[src/pwm_bank.sv]
`timescale 1ns/1ps
`default_nettype none

module pwm_bank #(
    parameter int PWM_CHANNELS = 3
) (
    input  logic                    clk,
    input  logic                    rst_n,
    input  logic                    cs,
    input  logic                    we,
    input  logic [1:0]              channel,
    input  logic [31:0]             wdata,
    output logic [31:0]             rdata,
    output logic [PWM_CHANNELS-1:0] pwm_out
);

    logic [7:0] duty [PWM_CHANNELS];
    logic [7:0] counter;
    logic [7:0] ch_duty;

    // one shared period of 256 clocks
    always_ff @(posedge clk or negedge rst_n) begin
        if (!rst_n) begin
            counter <= '0;
        end else begin
            counter <= counter + 8'd1;
        end
    end

    // channels past PWM_CHANNELS have no register, writes drop
    always_ff @(posedge clk or negedge rst_n) begin
        if (!rst_n) begin
            for (int k = 0; k < PWM_CHANNELS; k++) begin
                duty[k] <= '0;
            end
        end else if (cs && we) begin
            for (int k = 0; k < PWM_CHANNELS; k++) begin
                if (channel == 2'(k)) begin
                    duty[k] <= wdata[7:0];
                end
            end
        end
    end

    // readback mux, missing channels read zero
    always_comb begin
        ch_duty = '0;
        for (int k = 0; k < PWM_CHANNELS; k++) begin
            if (channel == 2'(k)) begin
                ch_duty = duty[k];
            end
        end
    end

    always_ff @(posedge clk) begin
        if (cs) begin
            rdata <= {24'h0, ch_duty};
        end else begin
            rdata <= '0;
        end
    end

    // duty d gives d high cycles per period
    for (genvar k = 0; k < PWM_CHANNELS; k++) begin : g_out
        assign pwm_out[k] = counter < duty[k];
    end

endmodule

`default_nettype wire

[config.mk]
export PLATFORM = sky130hd
export DESIGN_NAME = pwm_bank
export DESIGN_NICKNAME = d
export VERILOG_FILES = /design/src/pwm_bank.sv
export SDC_FILE = /design/constraint.sdc
export NUM_CORES = 1
export LEC_CHECK = 0
export BUFFER_PORTS_ARGS = -buffer_cell sky130_fd_sc_hd__clkbuf_2
export CAP_MARGIN = 5
export CORE_MARGIN = 10
export CORE_UTILIZATION = 47
export CTS_BUF_LIST = sky130_fd_sc_hd__clkbuf_2
export CTS_CLUSTER_SIZE = 24
export DETAILED_ROUTE_END_ITERATION = 12
export PLACE_DENSITY = 0.79
export SYNTH_ARGS = -nofsm -noshare
export SYNTH_HDL_FRONTEND = slang
export SYNTH_SLANG_ARGS = --single-unit
[constraint.sdc]
create_clock -name clk -period 1.6 [get_ports clk]
set_input_delay 0.24 -clock clk [delete_from_list [all_inputs] [get_ports clk]]
set_output_delay 0.24 -clock clk [all_outputs]
set_load 0.01 [all_outputs]
Word level (Yosys, flattened, before mapping)

Index checks and enable logic that the tools add are counted.

Bits in registers: 64
Bits in latches: 0
Bits in writable memories: 0
Bits in read-only memories: 0
Input port bits: 38
Output and inout bits: 35
Word-level logic and storage cells: 20
Memories: 0

Add/subtract/negate cells: 1
Multipliers: 0
Divide/modulo/power cells: 0
Order comparisons: 3
Equality and inequality tests: 2
Shift-type cells: 0
Mux-type cells: 3
Bitwise logic cells: 0
Reductions and logical operators: 5

Operators with widths:

| kind                                                                   | count |
|---|---|
| 8-bit less-than comparator                                             | 3 |
| 8-bit two-way mux                                                      | 3 |
| 8-bit by 1-bit adder with 8-bit output (second input constant)         | 1 |
| 2-bit AND reduction                                                    | 3 |
| 2-bit by 1-bit equality test with 1-bit output (second input constant) | 1 |
| 2-bit equality test (second input constant)                            | 1 |
| 2-bit logical NOT                                                      | 1 |
| 1-bit logical AND                                                      | 1 |

Longest topological paths before layout

Word-level depth: 4
Mapped depth: 5
Gate-level depth less buffers: 5

Worst setup path after synthesis

OpenSTA, ideal clock, no wires.

Path type: register -> output
Start point: register counter[6]
End point: output pwm_out[1]
Arrival time: 1321 ps
Data required time: 1360 ps
Setup slack: 39 ps
Stages on the path, launching flop included: 5
Path buffers: 0
Path through: dfrtp_1 ha_1 a21o_1 a221oi_1 o21a_1

Word-level cells in the longest chain between the ends: 1

RTL lines:

| element                    | line | text |
|---|---|---|
| start, declared            | 18   | `logic [7:0] counter;` |
| start signal, assigned     | 26   | `counter <= counter + 8'd1;` |
| 8-bit less-than comparator | 65   | `assign pwm_out[k] = counter < duty[k];` |
| end, declared              | 14   | `output logic [PWM_CHANNELS-1:0] pwm_out` |

No other way between the ends.

Final worst setup path

Start point: register counter[7]
End point: output pwm_out[2]

The elaborated chain is that of the path after synthesis.

==> out/results.ini <==
[run_status]
outcome=finished with violations
violations=negative setup slack

[sta]
finalHoldViolCount=0
rsz0062_at_grt=yes
fin_worst_skew_ps=19.2
fin_hold_ws_ps=66.0
fmax_mhz=461
fin_crit_sh_pct=136
setup_tns_ps=-1520
setup_viol=3
setup_ws_ps=-568
period_needed_ps=2170
drv_slew=0

[floorplan]
floorplan.initialDensity_pct=49.0
core-area_sq_um=4750
dieHeight_um=90.4
num_rows=25
die_area_sq_um=8170
design.portCount=73
die_x_um=90.4

[grt]
grt_start_max_net_pins=33
grt_overflow_total=0
grt.met3_usage_pct=4.07
grt_pass1_vias=1744
gr-usage-met2_pct=23.5
antenna_found_initial=0
top_usage_layer=met2
grt_util_met1_pct=12.3
grtUsageTotal_pct=12.5
grt_pass1_wl_mm=8.29

[clock_network]
clock-sinks=40
clock_latency_ps=410
clkTransAtPathRegs_ps=210
cts_tree=yes
clockBufferDepth=2
htree_num_levels=2
cts_buffers=5
cts-root-buf=clkbuf_2

[power]
switchingPower_mw=0.887
pwr-share-seq_pct=45.6
clkPwrFrac_pct=21.8
power_mw=2.77
swShare_pct=32.0
intPower_mw=1.89
p_leak_nw=1.39
ir_drop_v=0.000719
p_comb_share_pct=32.6
p_per_area_nw_per_um2=976

[yosys]
yosysUniqueCellTypes=30
syn_area_sq_um=2330
syn_avg_cell_area_sq_um=11.0
synth_cells=212
yosys_warnings=0
ys_seq_area_share_pct=41.3
ys_seq_elements=40

[drt]
route.detailed.drc=0
wire_per_inst_um=16.4
wl_mm=5.39
dr.pass1.iters=4
vias=1600
drtIter0Drc=60
antenna_left=0
via_per_inst=4.86

[place]
dpl_cell_area_sq_um=2560
port_buffers=24
routabilityCongestion=0.797
dpl.hpwl_mm=3.72
pre_cts_slack_ps=-127
dp_cells=318

[critical_path]
r2r_cells=4
cp-end-kind=output pin
worstPathMaxFanout=3
r2r_slack_ps=420
cp_top_family=compound AO/OA/AOI/OAI gates
crit_type=reg -> out
path_cells=buf_6 -> ha_4 -> a21oi_2 -> o211ai_1 -> a21oi_1 -> buf_2
cp_slowest_cell=dfrtp_2
arrival_ps=1930
cp.buffers_inverters=2
cp-start-kind=flop
worstPathRequired_ps=1360
reg2reg_from=counter[2]
max_stage_delay_ps=480
r2r-end=counter[5]

[final_layout]
ff_latch_area_sq_um=963
syn_to_final_growth_pct=22.0
fin_util_pct=59.8
fill_cells=410
nets=321
antenna_cells=0
multi_input_area_sq_um=1330
final_layout_size_suffix_gt1_share_pct=39.7
fin_area_sq_um=2840
finalNonFillerCells=329

[job]
cap_viol_max_count=0

[min_path]
hold_depth=2
min_from=wdata[0]
min_to=duty[8]
hp-class=in -> reg

-- cell usage in the layout (no fill, tap or decap), types with 3 or more instances in the layout --
cell type / Yosys / layout
dfrtp_1: 32 / 30
clkbuf_2: 0 / 26
mux2_2: 24 / 24
conb_1: 1 / 24
inv_1: 22 / 21
buf_4: 26 / 19
ha_1: 22 / 13
ha_4: 0 / 9
nand3_1: 10 / 8
mux2i_1: 8 / 8
o2bb2ai_1: 8 / 8
and2_1: 8 / 8
dfxtp_1: 8 / 8
a21oi_2: 0 / 7
xnor2_1: 5 / 5
nand2_1: 5 / 5
buf_6: 1 / 4
nor2b_1: 3 / 3
a21o_1: 3 / 3
-- synthesized netlist by cell type --
master | number | area (sq um)
mux2i_1 | 8 | 80.1
dfrtp_1 | 32 | 801
o2bb2ai_1 | 8 | 70.1
o21ai_0 | 2 | 10.0
ha_1 | 22 | 275
a221oi_1 | 1 | 8.76
and2_1 | 8 | 50.1
nor3_4 | 1 | 16.3
buf_2 | 1 | 5.00
buf_6 | 1 | 11.3
o21a_1 | 1 | 7.51
a31oi_1 | 1 | 6.26
xnor2_1 | 5 | 43.8
nand3_2 | 1 | 10.0
nor2_1 | 2 | 7.51
conb_1 | 1 | 3.75
nand2_1 | 5 | 18.8
nand2b_1 | 1 | 6.26
inv_1 | 22 | 82.6
a21o_1 | 3 | 22.5
mux2_2 | 24 | 270
nand4b_2 | 1 | 15.0
nor2b_1 | 3 | 18.8
o211ai_1 | 2 | 15.0
and3_1 | 3 | 18.8
dfxtp_1 | 8 | 160
a21oi_1 | 8 | 40.0
buf_4 | 26 | 195
xor2_1 | 1 | 8.76
nand3_1 | 10 | 50.1
-- cell type report --
cell class	count	share of cell area, %
clock buffer	5	0.881
clock inverter	3	1.50
inverter	22	2.91
multi-input combinational	145	46.9
sequential	40	33.9
tap	67	2.95
timing repair buffer	47	11.0
-- cell families (layout without fill, tap and decap cells) --
logic type               after synthesis  in the layout  share of synthesized area, %
other                                  1             24                         0.161
buffers and inverters                 50             77                          12.6
adder cells (fa/ha/maj)               22             22                          11.8
flip-flops                            40             40                          41.3
XOR/XNOR                               6              6                          2.26
multiplexers                          32             32                          15.0
AO/OA/AOI/OAI                         26             26                          7.74
AND/OR/NAND/NOR                       35             35                          9.08
-- flip-flops by register name (all words and copies together), names as in the netlist --
register / cells
duty: 24
counter: 8
rdata: 8
-- power groups by stage --
| stage | Combinational, mW | Sequential (mW) | Clock, mW |
|---|---|---|---|
| 2_1_floorplan | 0.506 | 1.27 | 0 |
| 3_3_place_gp | 0.684 | 1.28 | 0 |
| 3_5_place_dp | 0.709 | 1.28 | 0 |
| 4_1_cts | 0.789 | 1.26 | 0.616 |
| 5_1_grt | 0.994 | 1.29 | 0.650 |
| 6_report | 0.904 | 1.26 | 0.604 |
-- layer usage --
layer  share of wire, %  routed length, um
met3                5.5                295
met4                1.8                 95
met2                 55               2990
met1                 37               2010
met5                  0                  0
-- worst max path at each step --
stage,start,end,cells past startpoint
floorplan,counter[6],pwm_out[1],4
global placement,duty[14],pwm_out[1],6
detailed placement,duty[15],pwm_out[1],6
CTS,counter[6],pwm_out[1],5
global route,counter[2],pwm_out[2],5
finish,counter[7],pwm_out[2],6
-- what timing repair did --
action / 4_1_cts / 5_1_grt
buffers inserted: 1 / 1
resized for setup: 15 / 19
cloned: 0 / 0
hold buffers: 1 / 0
endpoints found under the setup margin: 3 / 3
pin swaps: 12 / 8
endpoints found under the hold margin: 32 / 0
No activity file was read; power rests on OpenSTA's default activity.
