===== src/map_pkg.sv =====
`default_nettype none

package map_pkg;

    // 18-bit byte address, top two bits pick a 64 KiB region
    localparam int ADDR_W = 18;

    typedef enum logic [1:0] {
        REG_RAM  = 2'd0,
        REG_MMIO = 2'd1,
        REG_ROM  = 2'd2,
        // unmapped, reads zero and swallows writes
        REG_NONE = 2'd3
    } region_e;

    // one select per storage or peripheral block
    typedef struct packed {
        logic ram;
        logic mmio;
        logic rom;
    } sel_t;

endpackage

`default_nettype wire


===== src/bus_pkg.sv =====
`default_nettype none

package bus_pkg;

    import map_pkg::*;

    typedef enum logic {
        OWN_CPU = 1'b0,
        OWN_DBG = 1'b1
    } owner_e;

    // RAM and ROM see a word index
    typedef struct packed {
        region_e             region;
        logic [ADDR_W-5:0]   index;
        logic [1:0]          byte_off;
    } mem_addr_t;

    // MMIO sees a channel number in address bits 3..2
    typedef struct packed {
        region_e             region;
        logic [ADDR_W-7:0]   unused;
        logic [1:0]          channel;
        logic [1:0]          byte_off;
    } mmio_addr_t;

    typedef union packed {
        mem_addr_t  mem;
        mmio_addr_t mmio;
    } bus_addr_u;

    typedef struct packed {
        bus_addr_u   addr;
        logic [31:0] wdata;
        // all zero means a read
        logic [3:0]  wstrb;
        owner_e      owner;
    } bus_req_t;

    typedef struct packed {
        logic [31:0] rdata;
    } bus_rsp_t;

endpackage

`default_nettype wire


===== src/bus_result.sv =====
`timescale 1ns/1ps
`default_nettype none

module bus_result
    import bus_pkg::*;
(
    input  logic        clk,
    input  logic        rst_n,
    input  logic        accept,
    input  owner_e      busy_owner,
    input  logic [31:0] ram_rdata,
    input  logic [31:0] rom_rdata,
    input  logic [31:0] mmio_rdata,
    output logic        cpu_ready,
    output logic        dbg_ready,
    output bus_rsp_t    cpu_rsp,
    output bus_rsp_t    dbg_rsp
);

    logic        ready_q;
    logic [31:0] merged;

    // unselected banks drive zero, so OR is the merge
    assign merged = ram_rdata | rom_rdata | mmio_rdata;

    // ready lands one cycle after the bank sampled the access
    always_ff @(posedge clk or negedge rst_n) begin
        if (!rst_n) begin
            ready_q <= 1'b0;
        end else begin
            ready_q <= accept;
        end
    end

    // only the owner hears the answer
    assign cpu_ready = ready_q && (busy_owner == OWN_CPU);
    assign dbg_ready = ready_q && (busy_owner == OWN_DBG);

    assign cpu_rsp.rdata = cpu_ready ? merged : '0;
    assign dbg_rsp.rdata = dbg_ready ? merged : '0;

    a_ready_single_pulse: assert property (
        @(posedge clk) disable iff (!rst_n)
        ready_q |=> !ready_q
    ) else $error("bus_result: ready high on two consecutive cycles");

endmodule

`default_nettype wire


===== config.mk =====
export PLATFORM = sky130hd
export DESIGN_NAME = bus_result
export DESIGN_NICKNAME = d
export VERILOG_FILES = /design/src/map_pkg.sv /design/src/bus_pkg.sv /design/src/bus_result.sv
export SDC_FILE = /design/constraint.sdc
export NUM_CORES = 1
export LEC_CHECK = 0
export ABC_CLOCK_PERIOD_IN_PS = 1700
export BUFFER_PORTS_ARGS = -buffer_cell sky130_fd_sc_hd__buf_4
export CAP_MARGIN = 15
export CORE_AREA = 3 3 62 64
export CTS_CLUSTER_DIAMETER = 120
export DETAILED_ROUTE_END_ITERATION = 10
export DIE_AREA = 0 0 65 67
export PLACE_DENSITY_LB_ADDON = 0.15
export SLEW_MARGIN = 0
export SYNTH_ARGS = -nofsm -noshare
export SYNTH_HDL_FRONTEND = slang
export SYNTH_SLANG_ARGS = --single-unit

===== constraint.sdc =====
create_clock -name clk -period 1.7 [get_ports clk]
set_input_delay 0.085 -clock clk [delete_from_list [all_inputs] [get_ports clk]]
set_output_delay 0.085 -clock clk [all_outputs]
set_load 0.05 [all_outputs]

Word level (Yosys, flattened, before mapping)
Index checks and enable logic that the tools add are counted.
- mux-type cells: 2
- reductions and logical operators: 2
- bitwise operators: 3
- operators by type and width (kind ; count):
    32-bit 2-to-1 mux ; 2
    32-bit bitwise OR ; 2
    1-bit logical AND ; 2
    1-bit inverter ; 1
- output and inout bits: 66
- input bits: 100
- word-level logic and storage cells: 8
- register bits: 1

Longest topological paths before layout
- word-level depth: 3
- gate-level depth with buffers: 4
- depth with buffers taken out: 2

Worst setup path before layout
No wires, ideal clock.
- path type: register to output
- from: register ready_q
- to: output port cpu_rsp[10] (netlist bit)
- buffers on the path: 2
- cell stages (with the launch flop): 5
- data required time: 1615 ps
- slack: 316 ps
- arrival time: 1299 ps
- path through: dfrtp_1 nand2b_1 buf_6 buf_6 nor2_1
- RTL lines (element ; RTL line ; text):
    from (decl) ; bus_result.sv:20 ; logic ready_q;
    from (signal assigned) ; bus_result.sv:31 ; ready_q <= accept;
    to (decl) ; bus_result.sv:16 ; output bus_rsp_t cpu_rsp,

==> impl_metrics.yaml <==
outcome:
  outcome: "completed"
die:
  initial_utilization_pct: 15.07
  design.die.area_um2: 4355
  chipHeight_um: 67
  core_region_area_um2: 3337
  num_io_pins: 166
  num_rows: 21
  die_width_um: 65
route:
  met2_wirelength_um: 2040
  post_dr_vias_cell: 4.139
  routed.top_layer: "met3"
  detail_route.iter0.violations: 15
  post_route_met1_wirelength_um: 1165
  postRouteWirelength_um: 3738
  drc: 0
  detailroute.wirelength.met3_um: 532
  drtAntennaViolNets: 0
  drt_first_pass_iters: 4
  num_vias: 1312
  detail_routed_net_length_per_standard_cell_um: 11.79
cells_and_area:
  flip_flop_count_of_the_largest_register_after_layout: 1
  largest_regs: "ready_q x1"
  n_fill_cell: 328
  layout.core_utilization_pct: 53.32
  layout.cell_area.non_filler_um2: 1779
  nNetsFinal: 373
  final-seq-area_um2: 25.02
  syn2layout_area_growth_pct: 253.7
  antennaDiodeCount: 0
  instances_no_fill: 317
  drive_above_1_share_pct: 62.36
  registers.top_by_ff_count: "ready_q"
  multi_input_comb_area_um2: 410.4
power:
  part_of_the_total_power_dissipated_in_combinational_logic_pct: 96.5
  peak_supply_drop_mv: 0.2188
  sw_frac_of_total_pct: 58.47
  pwr_density_cell_nw_per_um2: 420.9
  power.switching_mw: 0.4378
  power.share.sequential_pct: 3.5
  p_leak_nw: 1.064
  design_power_mw: 0.7488
  power.internal_mw: 0.3110
  clock_power_share_pct: 0
sta:
  timing.final.ws_setup_ns: 0.6414
  setup_repair_after_global_routing_missed_its_margin: "false"
  drv_slew: 0
  timing_hold_violations_final: 0
  final.min_clock_period_ns: 1.059
  final_setup_violating_endpoints: 0
  worst_slew_margin_rel_pct: 79.50
  holdWs_ns: 0.1969
  fin_setup_tns_ns: 0
  worst_pin_slew_ns: 0.3052
  fmax_mhz: 944.6
  final.period_utilization_pct: 62.27
yosys:
  synthDominantCellAreaShare_pct: 47.76
  ys_ff_latch: 1
  synth.cell_area_um2: 503.0
  synth_top_cells_by_area: "sky130_fd_sc_hd__nor2_1 (48%), sky130_fd_sc_hd__nor3_1 (32%), sky130_fd_sc_hd__buf_6 (9.0%), sky130_fd_sc_hd__dfrtp_1 (5.0%), sky130_fd_sc_hd__buf_2 (3.0%)"
  postSynth.asyncResetShare_pct: 100.0
  synthMostInstantiatedCell: "sky130_fd_sc_hd__nor2_1"
  synth.yosys.warnings: 0
  distinct_cell_type_count_of_the_synthesized_netlist: 8
  netlist_instances: 108
  synth-edff-count: 0
  synth_top_cells_by_count: "sky130_fd_sc_hd__nor2_1 (64), sky130_fd_sc_hd__nor3_1 (32), sky130_fd_sc_hd__buf_6 (4)"
  syn-num-nets: 208
  synthesis.area_per_instance_um2: 4.657
  post-synth-top-area-cell: "sky130_fd_sc_hd__nor2_1"
  synth.yosys.seq_area_share_pct: 4.975
  dominant_synthesized_flop_cell: "sky130_fd_sc_hd__dfrtp_1"
grt:
  antenna_found_initial: 0
  grt_max_degree: 22
  first_global_vias: 1233
  overflow_after_grt: 0
  groute.usage.overall_pct: 14.36
  grt_first_pass_wirelength_um: 5112
setup_path:
  worst-path-max-fanout: 21
  worstSetupPathType: "reg2out"
  worstSetupEndpointType: "primary output"
  startpoint_type: "flop"
  cp_data_arrival_time_ns: 0.97
  cp_data_required_time_ns: 1.62
cts:
  post_cts_buffers: 0
  cts.reportedPaths.clkPinSlew_ns: 0
  cts_repair_resize_count: 0
  postCtsHoldBufs: 1
placed_design:
  number_of_cells_after_detailed_placement: 316
  preCtsSetupSlack_ns: 0.6255
  place.port_buffers: 165
  place_hpwl_um: 3344
  placedInstanceArea_um2: 1769
  gpl.final_weighted_congestion: 0.8249
flow_run:
  maxCapViolCount: 0
hold_path:
  holdCritPathClass: "in2reg"
  hold_path_depth: 1
  min-delay-start: "accept"
  hold_ep: "ready_q"
## cells by family (layout without fill, tap and decap cells)
family | after synthesis | in the layout | synth area share (%)
simple gates | 98 | 98 | 81.59
flops | 1 | 1 | 4.974
buf+inv | 9 | 172 | 13.43
## layout by cell type, fill, tap and decap left out
cell / count
sky130_fd_sc_hd__buf_4: 169
sky130_fd_sc_hd__dfrtp_1: 1
sky130_fd_sc_hd__dlygate4sd3_1: 1
sky130_fd_sc_hd__inv_1: 2
sky130_fd_sc_hd__nand2_1: 1
sky130_fd_sc_hd__nand2b_1: 1
sky130_fd_sc_hd__nor2_1: 64
sky130_fd_sc_hd__nor3_1: 32
## worst max path at each step
stage	startpoint	end	slack [ns]	cells after the start
floorplan	ready_q	cpu_rsp[10]	0.32	4
global placement	ready_q	cpu_rsp[5]	0.65	4
detailed placement	ready_q	cpu_rsp[3]	0.63	4
CTS	ready_q	cpu_rsp[3]	0.63	4
global route	ready_q	cpu_rsp[3]	0.54	4
finish	ready_q	cpu_rsp[0]	0.64	4
## worst max-delay path, stage by stage (launching register included)
cell and delay, ns:
sky130_fd_sc_hd__dfrtp_1 0.35, sky130_fd_sc_hd__nand2b_1 0.09, sky130_fd_sc_hd__buf_4 0.25, sky130_fd_sc_hd__nor2_1 0.08, sky130_fd_sc_hd__buf_4 0.19
## per-layer routing
metal	GRT usage [%]	up-vias
li1	-	678
met1	13.41	548
met2	30.27	86
met3	5.228	0
met4	1.055	0
met5	0	-
## cell type report
class / instances / area share [%]
Sequential cell: 1 / 1.406
Inverter: 2 / 0.4219
Tap cell: 46 / 3.235
Multi-Input combinational cell: 98 / 23.07
Timing Repair Buffer: 170 / 71.87
## power by group through the flow
stage                     registers (mW)  clock network [mW]  logic, mW
final                             0.0261                   0      0.723
after global routing              0.0265                   0      0.761
after floorplan                   0.0259                   0      0.405
after detailed placement          0.0261                   0      0.726
after CTS                         0.0261                   0      0.729
after global placement            0.0259                   0      0.724
Power figures use the tool's default switching activity.
