### src/map_pkg.sv
`default_nettype none

package map_pkg;

    // 18-bit byte address, top two bits pick a 64 KiB region
    localparam int ADDR_W = 18;

    typedef enum logic [1:0] {
        REG_RAM  = 2'd0,
        REG_MMIO = 2'd1,
        REG_ROM  = 2'd2,
        // unmapped, reads zero and swallows writes
        REG_NONE = 2'd3
    } region_e;

    // one select per storage or peripheral block
    typedef struct packed {
        logic ram;
        logic mmio;
        logic rom;
    } sel_t;

endpackage

`default_nettype wire

### src/bus_pkg.sv
`default_nettype none

package bus_pkg;

    import map_pkg::*;

    typedef enum logic {
        OWN_CPU = 1'b0,
        OWN_DBG = 1'b1
    } owner_e;

    // RAM and ROM see a word index
    typedef struct packed {
        region_e             region;
        logic [ADDR_W-5:0]   index;
        logic [1:0]          byte_off;
    } mem_addr_t;

    // MMIO sees a channel number in address bits 3..2
    typedef struct packed {
        region_e             region;
        logic [ADDR_W-7:0]   unused;
        logic [1:0]          channel;
        logic [1:0]          byte_off;
    } mmio_addr_t;

    typedef union packed {
        mem_addr_t  mem;
        mmio_addr_t mmio;
    } bus_addr_u;

    typedef struct packed {
        bus_addr_u   addr;
        logic [31:0] wdata;
        // all zero means a read
        logic [3:0]  wstrb;
        owner_e      owner;
    } bus_req_t;

    typedef struct packed {
        logic [31:0] rdata;
    } bus_rsp_t;

endpackage

`default_nettype wire

### src/bus_arbiter.sv
`timescale 1ns/1ps
`default_nettype none

module bus_arbiter
    import bus_pkg::*;
(
    input  logic     clk,
    input  logic     rst_n,
    input  logic     cpu_run,
    input  logic     cpu_valid,
    input  logic     dbg_valid,
    input  bus_req_t cpu_req,
    input  bus_req_t dbg_req,
    output bus_req_t gnt_req,
    output logic     accept,
    output owner_e   busy_owner
);

    logic   busy;
    logic   cpu_eligible;
    owner_e grant_owner;

    // a halted CPU cannot reach the bus
    assign cpu_eligible = cpu_valid && cpu_run;

    // only an idle fabric takes a new access
    assign accept = !busy && (dbg_valid || cpu_eligible);

    // debug port always wins
    assign grant_owner = dbg_valid ? OWN_DBG : OWN_CPU;

    always_comb begin
        if (grant_owner == OWN_DBG) begin
            gnt_req = dbg_req;
        end else begin
            gnt_req = cpu_req;
        end
        gnt_req.owner = grant_owner;
    end

    // busy covers the ready cycle and the owner is kept for routing the answer
    always_ff @(posedge clk or negedge rst_n) begin
        if (!rst_n) begin
            busy       <= 1'b0;
            busy_owner <= OWN_CPU;
        end else begin
            busy <= accept;
            if (accept) begin
                busy_owner <= grant_owner;
            end
        end
    end

    // at most one accept every two cycles
    a_no_accept_when_busy: assert property (
        @(posedge clk) disable iff (!rst_n)
        accept |=> !accept
    ) else $error("bus_arbiter: accept while busy");

endmodule

`default_nettype wire

### config.mk
export PLATFORM = sky130hd
export DESIGN_NAME = bus_arbiter
export DESIGN_NICKNAME = d
export VERILOG_FILES = /design/src/map_pkg.sv /design/src/bus_pkg.sv /design/src/bus_arbiter.sv
export SDC_FILE = /design/constraint.sdc
export NUM_CORES = 1
export LEC_CHECK = 0
export BUFFER_PORTS_ARGS = -buffer_cell sky130_fd_sc_hd__buf_2
export CAP_MARGIN = 15
export CORE_AREA = 4 4 64 66
export CTS_CLUSTER_SIZE = 24
export DETAILED_ROUTE_END_ITERATION = 6
export DIE_AREA = 0 0 68 70
export GPL_ROUTABILITY_DRIVEN = 0
export GPL_TIMING_DRIVEN = 0
export PLACE_DENSITY = 0.92
export SLEW_MARGIN = 20
export SYNTH_ARGS = -nofsm -noshare
export SYNTH_HDL_FRONTEND = slang
export SYNTH_SLANG_ARGS = --single-unit
### constraint.sdc
create_clock -name clk -period 1.48 [get_ports clk]
set_input_delay 0.222 -clock clk [delete_from_list [all_inputs] [get_ports clk]]
set_output_delay 0.222 -clock clk [all_outputs]
set_load 0.005 [all_outputs]
# Word-level counts from Yosys, hierarchy flattened
# Cells that the tools add are included.
[totals]
latchBits = 0
output_inout_bits = 57
ramBits = 0
romBits = 0
reg_bits = 2
memories = 0
[classes]
reduce_logical = 4
mux = 2
multipliers = 0
shifts = 0
addsub = 0
eq_ne = 0
n_div = 0
n_bitwise = 0
order_cmp = 0
[ops]
columns = ["cell", "count"]
rows = [
  ["$mux W55", 1],
  ["$logic_and A1 B1 Y1", 2],
  ["$logic_not A1 Y1", 1],
  ["$logic_or A1 B1 Y1", 1],
  ["$mux W1", 1],
]

# Depth between registers and ports, before layout
# Gate-level depths: netlist of run 1.
[depth]
word_depth = 3
mapped_depth = 4

# Worst setup path before layout of run 1
# No wires, ideal clock.
[synth_timing]
path_kind = "input to output"
startpoint = "input port dbg_valid"
endpoint = "output port gnt_req[13] in the netlist's numbering"
t_arrival_ps = 818
n_path_buf = 2
setup_slack_ps = 440
required_time_ps = 1258
stages = 3
path_cell_list = "buf_6 buf_6 mux2_4"
[synth_lines]
columns = ["element", "line_no", "text"]
rows = [
  ["start: declaration", "bus_arbiter.sv:11", "input logic dbg_valid,"],
  ["end: declaration", "bus_arbiter.sv:14", "output bus_req_t gnt_req,"],
]

==> results of run 1 <==
Yosys cell counts (all sizes together):
master / number
buf: 7
a22o: 1
a21oi: 1
nor2: 1
nand3b: 1
mux2: 54
dfrtp: 2
inv: 1
cell families after synthesis:
group	count (synthesis)
mux	54
buf+inv	8
compound gates	2
flops	2
simple gates	2
final cells by class:
| cell class | instances | area share |
|---|---|---|
| well taps | 48 | 0.0328 |
| multi-input cells | 58 | 0.423 |
| plain buffers | 7 | 0.0376 |
| clock buffers | 3 | 0.0123 |
| flip-flops and latches | 2 | 0.0273 |
| inverters | 1 | 0.00205 |
| repair buffers | 169 | 0.464 |
stage by stage:
step	util	area [um^2]	total power, mW
2_1_floorplan	-	898	0.319
3_3_place_gp	0.503	1800	0.591
3_5_place_dp	0.503	1800	0.603
4_1_cts	0.512	1830	0.735
5_1_grt	0.512	1830	0.781
6_report	0.512	1830	0.721
worst max-delay path, cell delays in order:
cell	delay, ns
buf_6	0.14
buf_6	0.19
mux2_4	0.32
buf_2	0.13
power groups by stage:
stage | logic, mW | clock network (mW) | registers [mW]
finish | 0.534 | 0.121 | 0.0655
floorplan | 0.253 | 0 | 0.0663
CTS | 0.542 | 0.128 | 0.0655
detailed placement | 0.537 | 0 | 0.0661
global placement | 0.525 | 0 | 0.0658
global route | 0.579 | 0.136 | 0.0662
state kept, by name, indices dropped and copies added (netlist names):
register / flops
busy_owner: 1
busy: 1
metal layers:
layer  share of wire  routed length [um]  vias up
met1            0.30                1230      556
met2            0.54                2210      108
li1                -                   -      598
met4           0.017                  70        0
met5               0                   0        -
met3            0.15                 615        8
how the worst min path moves through the flow:
| stage | slack, ns | depth (start not counted) | start | to |
|---|---|---|---|---|
| final | 0.31 | 3 | cpu_run | busy |
| after global routing | 0.34 | 2 | rst_n | busy_owner |
| after CTS | 0.31 | 3 | cpu_run | busy |
| after detailed placement | 0.01 | 1 | rst_n | busy |
| after global placement | 0.008 | 1 | rst_n | busy |
| after floorplan | -0.07 | 0 | rst_n | busy |
cells in the final DEF, fill, tap and decap left out:
| cell type | n |
|---|---|
| a21oi_1 | 1 |
| a22o_1 | 1 |
| buf_2 | 169 |
| buf_4 | 1 |
| buf_6 | 5 |
| clkbuf_4 | 3 |
| dfrtp_1 | 2 |
| dlygate4sd3_1 | 1 |
| inv_1 | 1 |
| mux2_2 | 16 |
| mux2_4 | 38 |
| nand3b_1 | 1 |
| nor2_1 | 1 |
==> run metrics, run 1 <==
Max Fclk 0.821 GHz; Reg area roughly 50 um^2; post_cts resized 0; GRT met3 Usage 0.0305; IO Count 172; Clk pwr share 0.169; Rel. slew slack 0.868; Root Buffer clkbuf_4; post-synthesis sequential area ratio 0.0557; Iter 0 DRT Violations 4; antenna violations before repair 0; Seq cells post-synth 2; Sw Ratio 0.299; Min-Delay Path Class in -> reg; die area about 4800 um^2; die height ~70 um; Hold Slack slightly above 0.3 ns; CTS max path bufs 2; worst path arrival time 1.00 ns; core area roughly 3600 um^2; global-route met1 utilization 0.129; total negative slack 0 ns; Synth Area in Simple Gates 0.0125; routing usage on met2 0.319; worst-path fanout max 10; final hold vios 0; Critical Path RT approximately 1.3 ns; routed length per placed instance about 14 um; status completed; Final Cycle Share 0.823; largest net degree at the start of global routing 11; Synth area leaders mux2_4, mux2_2, buf_6; multi-input logic area a little under 800 um^2; leakage power 1.13 nW; Reg clk slew, reported paths ~0.03 ns; total gr overflow 0; Max-cap violations 0; R2R Setup Slk 0.62 ns; total track usage 0.152; # setup viols final 0; count of yosys warnings during synthesis 0; crit path from dbg_valid; Cell Area, Synth between 800 and 900 um^2; # fillers about 330; Distinct cells, synth 11; top cell type by total area after synthesis mux2_4; drt total wl just over 4 mm; Sequential Power Share 0.091; post-synthesis adder-cell area fraction 0; drt via density 4.41; Clock Skew ~0.0035 ns; DRC Markers 0; ant diodes 0; reg2reg path depth 2; minimum clock period between 1 and 1.5 ns; Syn Area/Cell roughly 13 um^2; cell-internal power roughly 0.51 mW; global-route wire length before repair 5.62 mm; CP Launch Type primary input; Starting Density 0.251; vias between 1k and 1.5k; CTS tree built; DR pass1 iterations 3; mux cell area share after synthesis 0.836; crit path kind in -> out; Port Buffer Count 168; Post-DRT Antenna Nets 0; CTS Sinks 2; Final nets 357; number of CTS-inserted buffers 3; layout cell share with drive strength beyond 1 0.967; HPWL Detailed 3.72 mm; reg2reg start busy; vias in the first global route about 1.3k; Synth Area in Compound Gates 0.0153; Die Wd about 68 um; RSZ-0062 raised after global routing no; Synth Area in XOR/XNOR 0; setup ws final approximately 0.26 ns; Inst Count DP between 200 and 300; post-CTS setup buffer count 0; hold_buf cts 1; Clk Latency, worst-skew pair between 0.2 and 0.25 ns; GRT busiest layer met2; worst-margin pin slew ~0.20 ns; Row Count 22; area grow syn2layout 104%; Power Density a little under 400 nW/um^2; worst vdd ir 0.246 mV; Setup WS pre-CTS roughly 0.25 ns; crit path to gnt_req[40]; Synth top area share 0.635; largest family of logic cells by synthesized area multiplexers; reg-to-reg critical path endpoint busy_owner; H-tree depth 1; Syn Nets 183; Combinational Power Share 0.741; non-filler instance count after layout 288; Crit. End Element output pin; P_sw roughly 0.22 mW; Final Max Tran Viols 0; Post-Syn Instances 68
(Power assumes the default switching activity.)
==> run 2, diff against run 1 <==
--- a/config.mk
+++ b/config.mk
@@ -5,15 +5,16 @@
 export SDC_FILE = /design/constraint.sdc
 export NUM_CORES = 1
 export LEC_CHECK = 0
+export ABC_AREA = 1
 export BUFFER_PORTS_ARGS = -buffer_cell sky130_fd_sc_hd__buf_2
 export CAP_MARGIN = 15
-export CORE_AREA = 4 4 64 66
+export CORE_AREA = 4 4 65 67
 export CTS_CLUSTER_SIZE = 24
 export DETAILED_ROUTE_END_ITERATION = 6
-export DIE_AREA = 0 0 68 70
+export DIE_AREA = 0 0 69 71
 export GPL_ROUTABILITY_DRIVEN = 0
 export GPL_TIMING_DRIVEN = 0
-export PLACE_DENSITY = 0.92
+export PLACE_DENSITY = 0.88
 export SLEW_MARGIN = 20
 export SYNTH_ARGS = -nofsm -noshare
 export SYNTH_HDL_FRONTEND = slang
==> constraint.sdc (replaced) <==
create_clock -name clk -period 1.25 [get_ports clk]
set_input_delay 0.1875 -clock clk [delete_from_list [all_inputs] [get_ports clk]]
set_output_delay 0.1875 -clock clk [all_outputs]
set_load 0.005 [all_outputs]
==> run 2 against run 1 <==
Net effect: global-route usage down 0.84 points; non-clock buffer count rose by 6; sequential cell count stayed put; die area up 2.9%; synthesized cell count rose to 2.7 times the previous value; via count grew 29%; synthesized area decreased by 6.3%; worst setup slack worse by 0.11 ns; clock-buffer cell count unchanged; combinational power rose by 1%; first-iteration DRC count grew to 7.5 times the previous value; total power grew 20%; critical path type is now reg -> out.
==> run metrics, run 2 <==
status completed; asr flop ratio synth 1.00; Starting Density 0.232; Final Max Tran Viols 0; leakage power between 1 and 1.5 nW; Reg clk slew, reported paths roughly 0.030 ns; commonest non-fill, non-tap cell in the layout buf_2; Hold Slack 0.281 ns; Rel. slew slack 0.871; post_cts resized 0; # setup viols final 0; top-count cell post-synth nand2_1; P_sw ~0.29 mW; Top Registers busy (1), busy_owner (1); vias ~1.6k; CP Launch Type flop; Clock Skew 0.00289 ns; Sw Ratio 0.332; H-tree depth 1; area grow syn2layout 113%; crit path kind reg -> out; Max-cap violations 0; R2R Setup Slk ~0.54 ns; Syn Area/Cell about 4.6 um^2; Cell Area, Synth 842 um^2; Port Buffer Count around 170; count of yosys warnings during synthesis 0; Post-synth EDFFs 0; Final nets 472; crit path from busy; die height roughly 71 um; HP Start cpu_run; minimum clock period 1.10 ns; worst-margin pin slew around 0.19 ns; final hold vios 0; total track usage 0.144; Crit. End Element output pin; Power Density roughly 480 nW/um^2; worst path arrival time 0.91 ns; ys flop type dfrtp_1; RSZ-0062 raised after global routing no; total gr overflow 0; worst vdd ir about 0.26 mV; top cell type by total area after synthesis o21ai_0; Post-DRT Antenna Nets 0; core area around 3600 um^2; routed length per placed instance ~9.5 um; HPWL Detailed 3.32 mm; DR pass1 iterations 4; Final Cycle Share 0.880; ant diodes 0; Root Buffer clkbuf_8; Iter 0 DRT Violations 30; critical-path cell list inv_1 > nand3_1 > nand2_1 > buf_2; Combinational Power Share 0.625; drt via density about 4; Synth area leaders o21ai_0, nand2_1, inv_1; Row Count 22; Clk pwr share 0.285; Synth top area share 0.262; die area around 4900 um^2; largest net degree at the start of global routing 11; Inst Count DP 399; CP Buf/Inv Count 2; commonest cells after routing, fill and taps aside buf_2, nand2_1, inv_1, o21ai_0, o21ai_1; antenna violations before repair 0; Seq cells post-synth 2; DRC Markers 0; Distinct cells, synth 10; final core utilization 0.494; Die Wd slightly below 70 um; total negative slack 0 ns; Critical Path RT between 1 and 1.5 ns; overall power around 0.86 mW; Max Fclk approximately 0.9 GHz; CTS tree built; Clk Latency, worst-skew pair 0.21 ns; layout cell share with drive strength beyond 1 0.521; vias in the first global route around 1.6k; cell-internal power between 0.5 and 0.6 mW; CP max stage cell dfrtp_1; slowest stage delay, CP 0.35 ns; number of CTS-inserted buffers 3; reg2reg start busy; # fillers 348; IO Count 172; Min-Delay Path Class in -> reg; Syn Nets about 300; CTS Sinks 2; Post-Syn Instances roughly 180; most frequent cells after synthesis nand2_1, inv_1, o21ai_0; Top Family by Delay on Critical Path flip-flops; drt total wl around 3.8 mm; Sequential Power Share 0.090; global-route wire length before repair ~6.3 mm; post-synthesis sequential area ratio 0.0594; non-filler instance count after layout 403; CTS max path bufs 2; worst-path fanout max 2
run 2: stage by stage:
stage	worst slack [ns]	instance area [um^2]
after floorplan	0.408	842
after global placement	0.211	1740
after detailed placement	0.204	1740
after CTS	0.139	1790
after global routing	0.0624	1790
final	0.149	1790
run 2: per-layer routing:
| metal | track usage | part of all wire | vias up |
|---|---|---|---|
| li1 | - | - | 885 |
| met1 | 0.166 | 0.38 | 648 |
| met2 | 0.271 | 0.49 | 98 |
| met3 | 0.0440 | 0.12 | 2 |
| met4 | 0.00651 | 0.0018 | 0 |
| met5 | 0 | 0 | - |
run 2: path summary, 6_finish.rpt:
check,endpoint,cells after the start
setup / recovery,accept,4
hold / removal,busy,3
hold reg to reg,busy_owner,2
setup reg to reg,busy_owner,4
min in group asynchronous,busy_owner,2
max in group asynchronous,busy,2
run 2: logic make-up after synthesis:
| family | Yosys count | synth area share |
|---|---|---|
| and+or+nand+nor | 59 | 0.264 |
| AOI/OAI and AO/OA | 54 | 0.325 |
| buffers and inverters | 68 | 0.351 |
| DFF | 2 | 0.0594 |
run 2: area by class of cell:
cell class | instances | area [um^2] | area share
inverter | 55 | 206 | 0.115
timing repair buffer | 169 | 851 | 0.474
buffer | 13 | 88.8 | 0.0495
tap | 48 | 60.1 | 0.0335
sequential | 2 | 50.0 | 0.0279
multi-input combinational | 113 | 497 | 0.277
clock buffer | 3 | 41.3 | 0.0230
run 2: repair_timing:
action                    CTS  global route
hold buffers                1             0
setup buffers               0             0
hold endpoints to repair    2             0
run 2: worst min-delay path: stages:
cell     delay (ns)
buf_2          0.07
nand3_1        0.08
nand2_1        0.10
run 2: power groups by stage:
| stage | Clock, mW | Sequential (mW) | Combinational (mW) |
|---|---|---|---|
| floorplan | 0 | 0.0784 | 0.211 |
| global placement | 0 | 0.0779 | 0.533 |
| detailed placement | 0 | 0.0780 | 0.542 |
| CTS | 0.254 | 0.0774 | 0.547 |
| global route | 0.266 | 0.0789 | 0.618 |
| finish | 0.247 | 0.0773 | 0.540 |
==> run 3, diff against run 2 <==
--- a/config.mk
+++ b/config.mk
@@ -8,13 +8,16 @@
 export ABC_AREA = 1
 export BUFFER_PORTS_ARGS = -buffer_cell sky130_fd_sc_hd__buf_2
 export CAP_MARGIN = 15
-export CORE_AREA = 4 4 65 67
+export CELL_PAD_IN_SITES_DETAIL_PLACEMENT = 0
+export CELL_PAD_IN_SITES_GLOBAL_PLACEMENT = 2
+export CORE_AREA = 4 4 89 108
 export CTS_CLUSTER_SIZE = 24
 export DETAILED_ROUTE_END_ITERATION = 6
-export DIE_AREA = 0 0 69 71
+export DIE_AREA = 0 0 93 112
 export GPL_ROUTABILITY_DRIVEN = 0
 export GPL_TIMING_DRIVEN = 0
-export PLACE_DENSITY = 0.88
+export PLACE_DENSITY = 0.95
+export RECOVER_POWER = 50
 export SLEW_MARGIN = 20
 export SYNTH_ARGS = -nofsm -noshare
 export SYNTH_HDL_FRONTEND = slang
==> run 3 against run 2 <==
Net effect: final cell count up 17%; first-iteration DRC count decreased by 63%; critical path type unchanged; worst hold slack worse by 0.026 ns; non-clock buffer count unchanged; total power grew 0.60%; core utilization is 28 points lower; via count is 1.2% higher; clock power increased by 3%.
==> run metrics, run 3 (synthesis gave the netlist of run 2 again) <==
total gr overflow 0; critical-path cell list inv_1 > nand3_1 > nand2_1 > buf_2; Iter 0 DRT Violations 11; CTS max path bufs 2; Row Count 37; final hold vios 0; CTS tree built; Port Buffer Count 168; slowest stage delay, CP 0.35 ns; worst path arrival time approximately 0.9 ns; R2R Setup Slk 0.53 ns; core area between 8000 and 9000 um^2; Root Buffer clkbuf_8; Top Family by Delay on Critical Path flip-flops; leakage power approximately 1.2 nW; drt via density approximately 3.5; met1 wire length about 1.7 mm; Clock Skew ~0.0017 ns; Power Density between 400 and 500 nW/um^2; Top Registers busy (1), busy_owner (1); Area after DPL approximately 1800 um^2; Max Fclk just over 0.9 GHz; multi-input logic area 497 um^2; reg2reg path depth 4; non-filler instance count after layout roughly 470; Rel. slew slack 0.772; post_cts resized 0; hold_buf cts 1; Max-cap violations 0; DRC Markers 0; IO Count around 170; die height around 110 um; Min-Delay Path Class in -> reg; Post-DRT Antenna Nets 0; Clk Latency, worst-skew pair around 0.21 ns; number of cells on the critical path 4; # setup viols final 0; CP max stage cell dfrtp_1; CP Buf/Inv Count 2; antenna violations before repair 0; largest net degree at the start of global routing 11; commonest cells after routing, fill and taps aside buf_2, nand2_1, inv_1, o21ai_0, clkbuf_1; Final Cycle Share 0.866; Reg area ~50 um^2; routed length per placed instance 9.69 um; Die Wd ~93 um; post-CTS setup buffer count 0; Inst Count DP between 400 and 500; Crit. End Element output pin; Critical Path RT 1.06 ns; ant diodes 0; met3 WL around 590 um; total negative slack 0 ns; layout cell share with drive strength beyond 1 0.465; Final nets between 400 and 500; # fillers 1004; HPWL Detailed 4.01 mm; commonest non-fill, non-tap cell in the layout buf_2; RSZ-0062 raised after global routing no; die area around 10000 um^2; number of CTS-inserted buffers 3; vias in the first global route about 1.5k; worst-margin pin slew about 0.34 ns; met2 routed WL 2.31 mm; worst-path fanout max 2; Reg clk slew, reported paths roughly 0.030 ns; minimum clock period ~1.1 ns; cell area after layout 1860 um^2; CP Launch Type flop; H-tree depth 1; status completed; Final Max Tran Viols 0; Starting Density 0.0989; overall power a little under 0.9 mW; DR top layer met4; global-route wire length before repair roughly 6.7 mm; vias around 1.7k; total track usage 0.0772; drt total wl 4.57 mm; worst vdd ir between 0.15 and 0.2 mV; DR pass1 iterations 4; crit path kind reg -> out; Hold Crit Depth 3; CTS Sinks 2; area grow syn2layout 120%
-- run 3: layer usage --
| layer | vias up | GRT usage |
|---|---|---|
| li1 | 881 | - |
| met1 | 664 | 0.0822 |
| met2 | 106 | 0.153 |
| met3 | 2 | 0.0176 |
| met4 | 0 | 0.0117 |
| met5 | - | 0 |
-- run 3: path summary, 6_finish.rpt --
check                      startpoint          to
setup / recovery                 busy      accept
setup reg to reg                 busy  busy_owner
hold reg to reg            busy_owner  busy_owner
max in group asynchronous       rst_n  busy_owner
min in group asynchronous       rst_n        busy
hold / removal                cpu_run        busy
-- run 3: final cells by class --
cell class | instances | share of cell area
timing repair buffer | 169 | 0.446
multi-input combinational | 113 | 0.268
buffer | 13 | 0.0472
sequential | 2 | 0.0270
clock buffer | 3 | 0.0223
inverter | 55 | 0.111
tap | 117 | 0.0789
-- run 3: where the power goes --
| part | switching (mW) | internal [mW] |
|---|---|---|
| Combinational | 0.250 | 0.287 |
| Clock | 0.0506 | 0.204 |
| Sequential | 0.00337 | 0.0741 |
-- run 3: worst reg2reg max path: cells and delay by family (launching register included) --
family	cells	cell delay (ns)
buffers and inverters	1	0.06
flip-flops	1	0.35
AND/OR/NAND/NOR	3	0.19
-- run 3: per-stage QoR --
step	utilization	setup WS, ns	hold WS [ns]
after floorplan	-	0.408	-0.108
after global placement	0.215	0.176	-0.0282
after detailed placement	0.215	0.166	-0.0272
after CTS	0.221	0.155	0.254
after global routing	0.218	0.0603	0.311
final	0.218	0.168	0.255
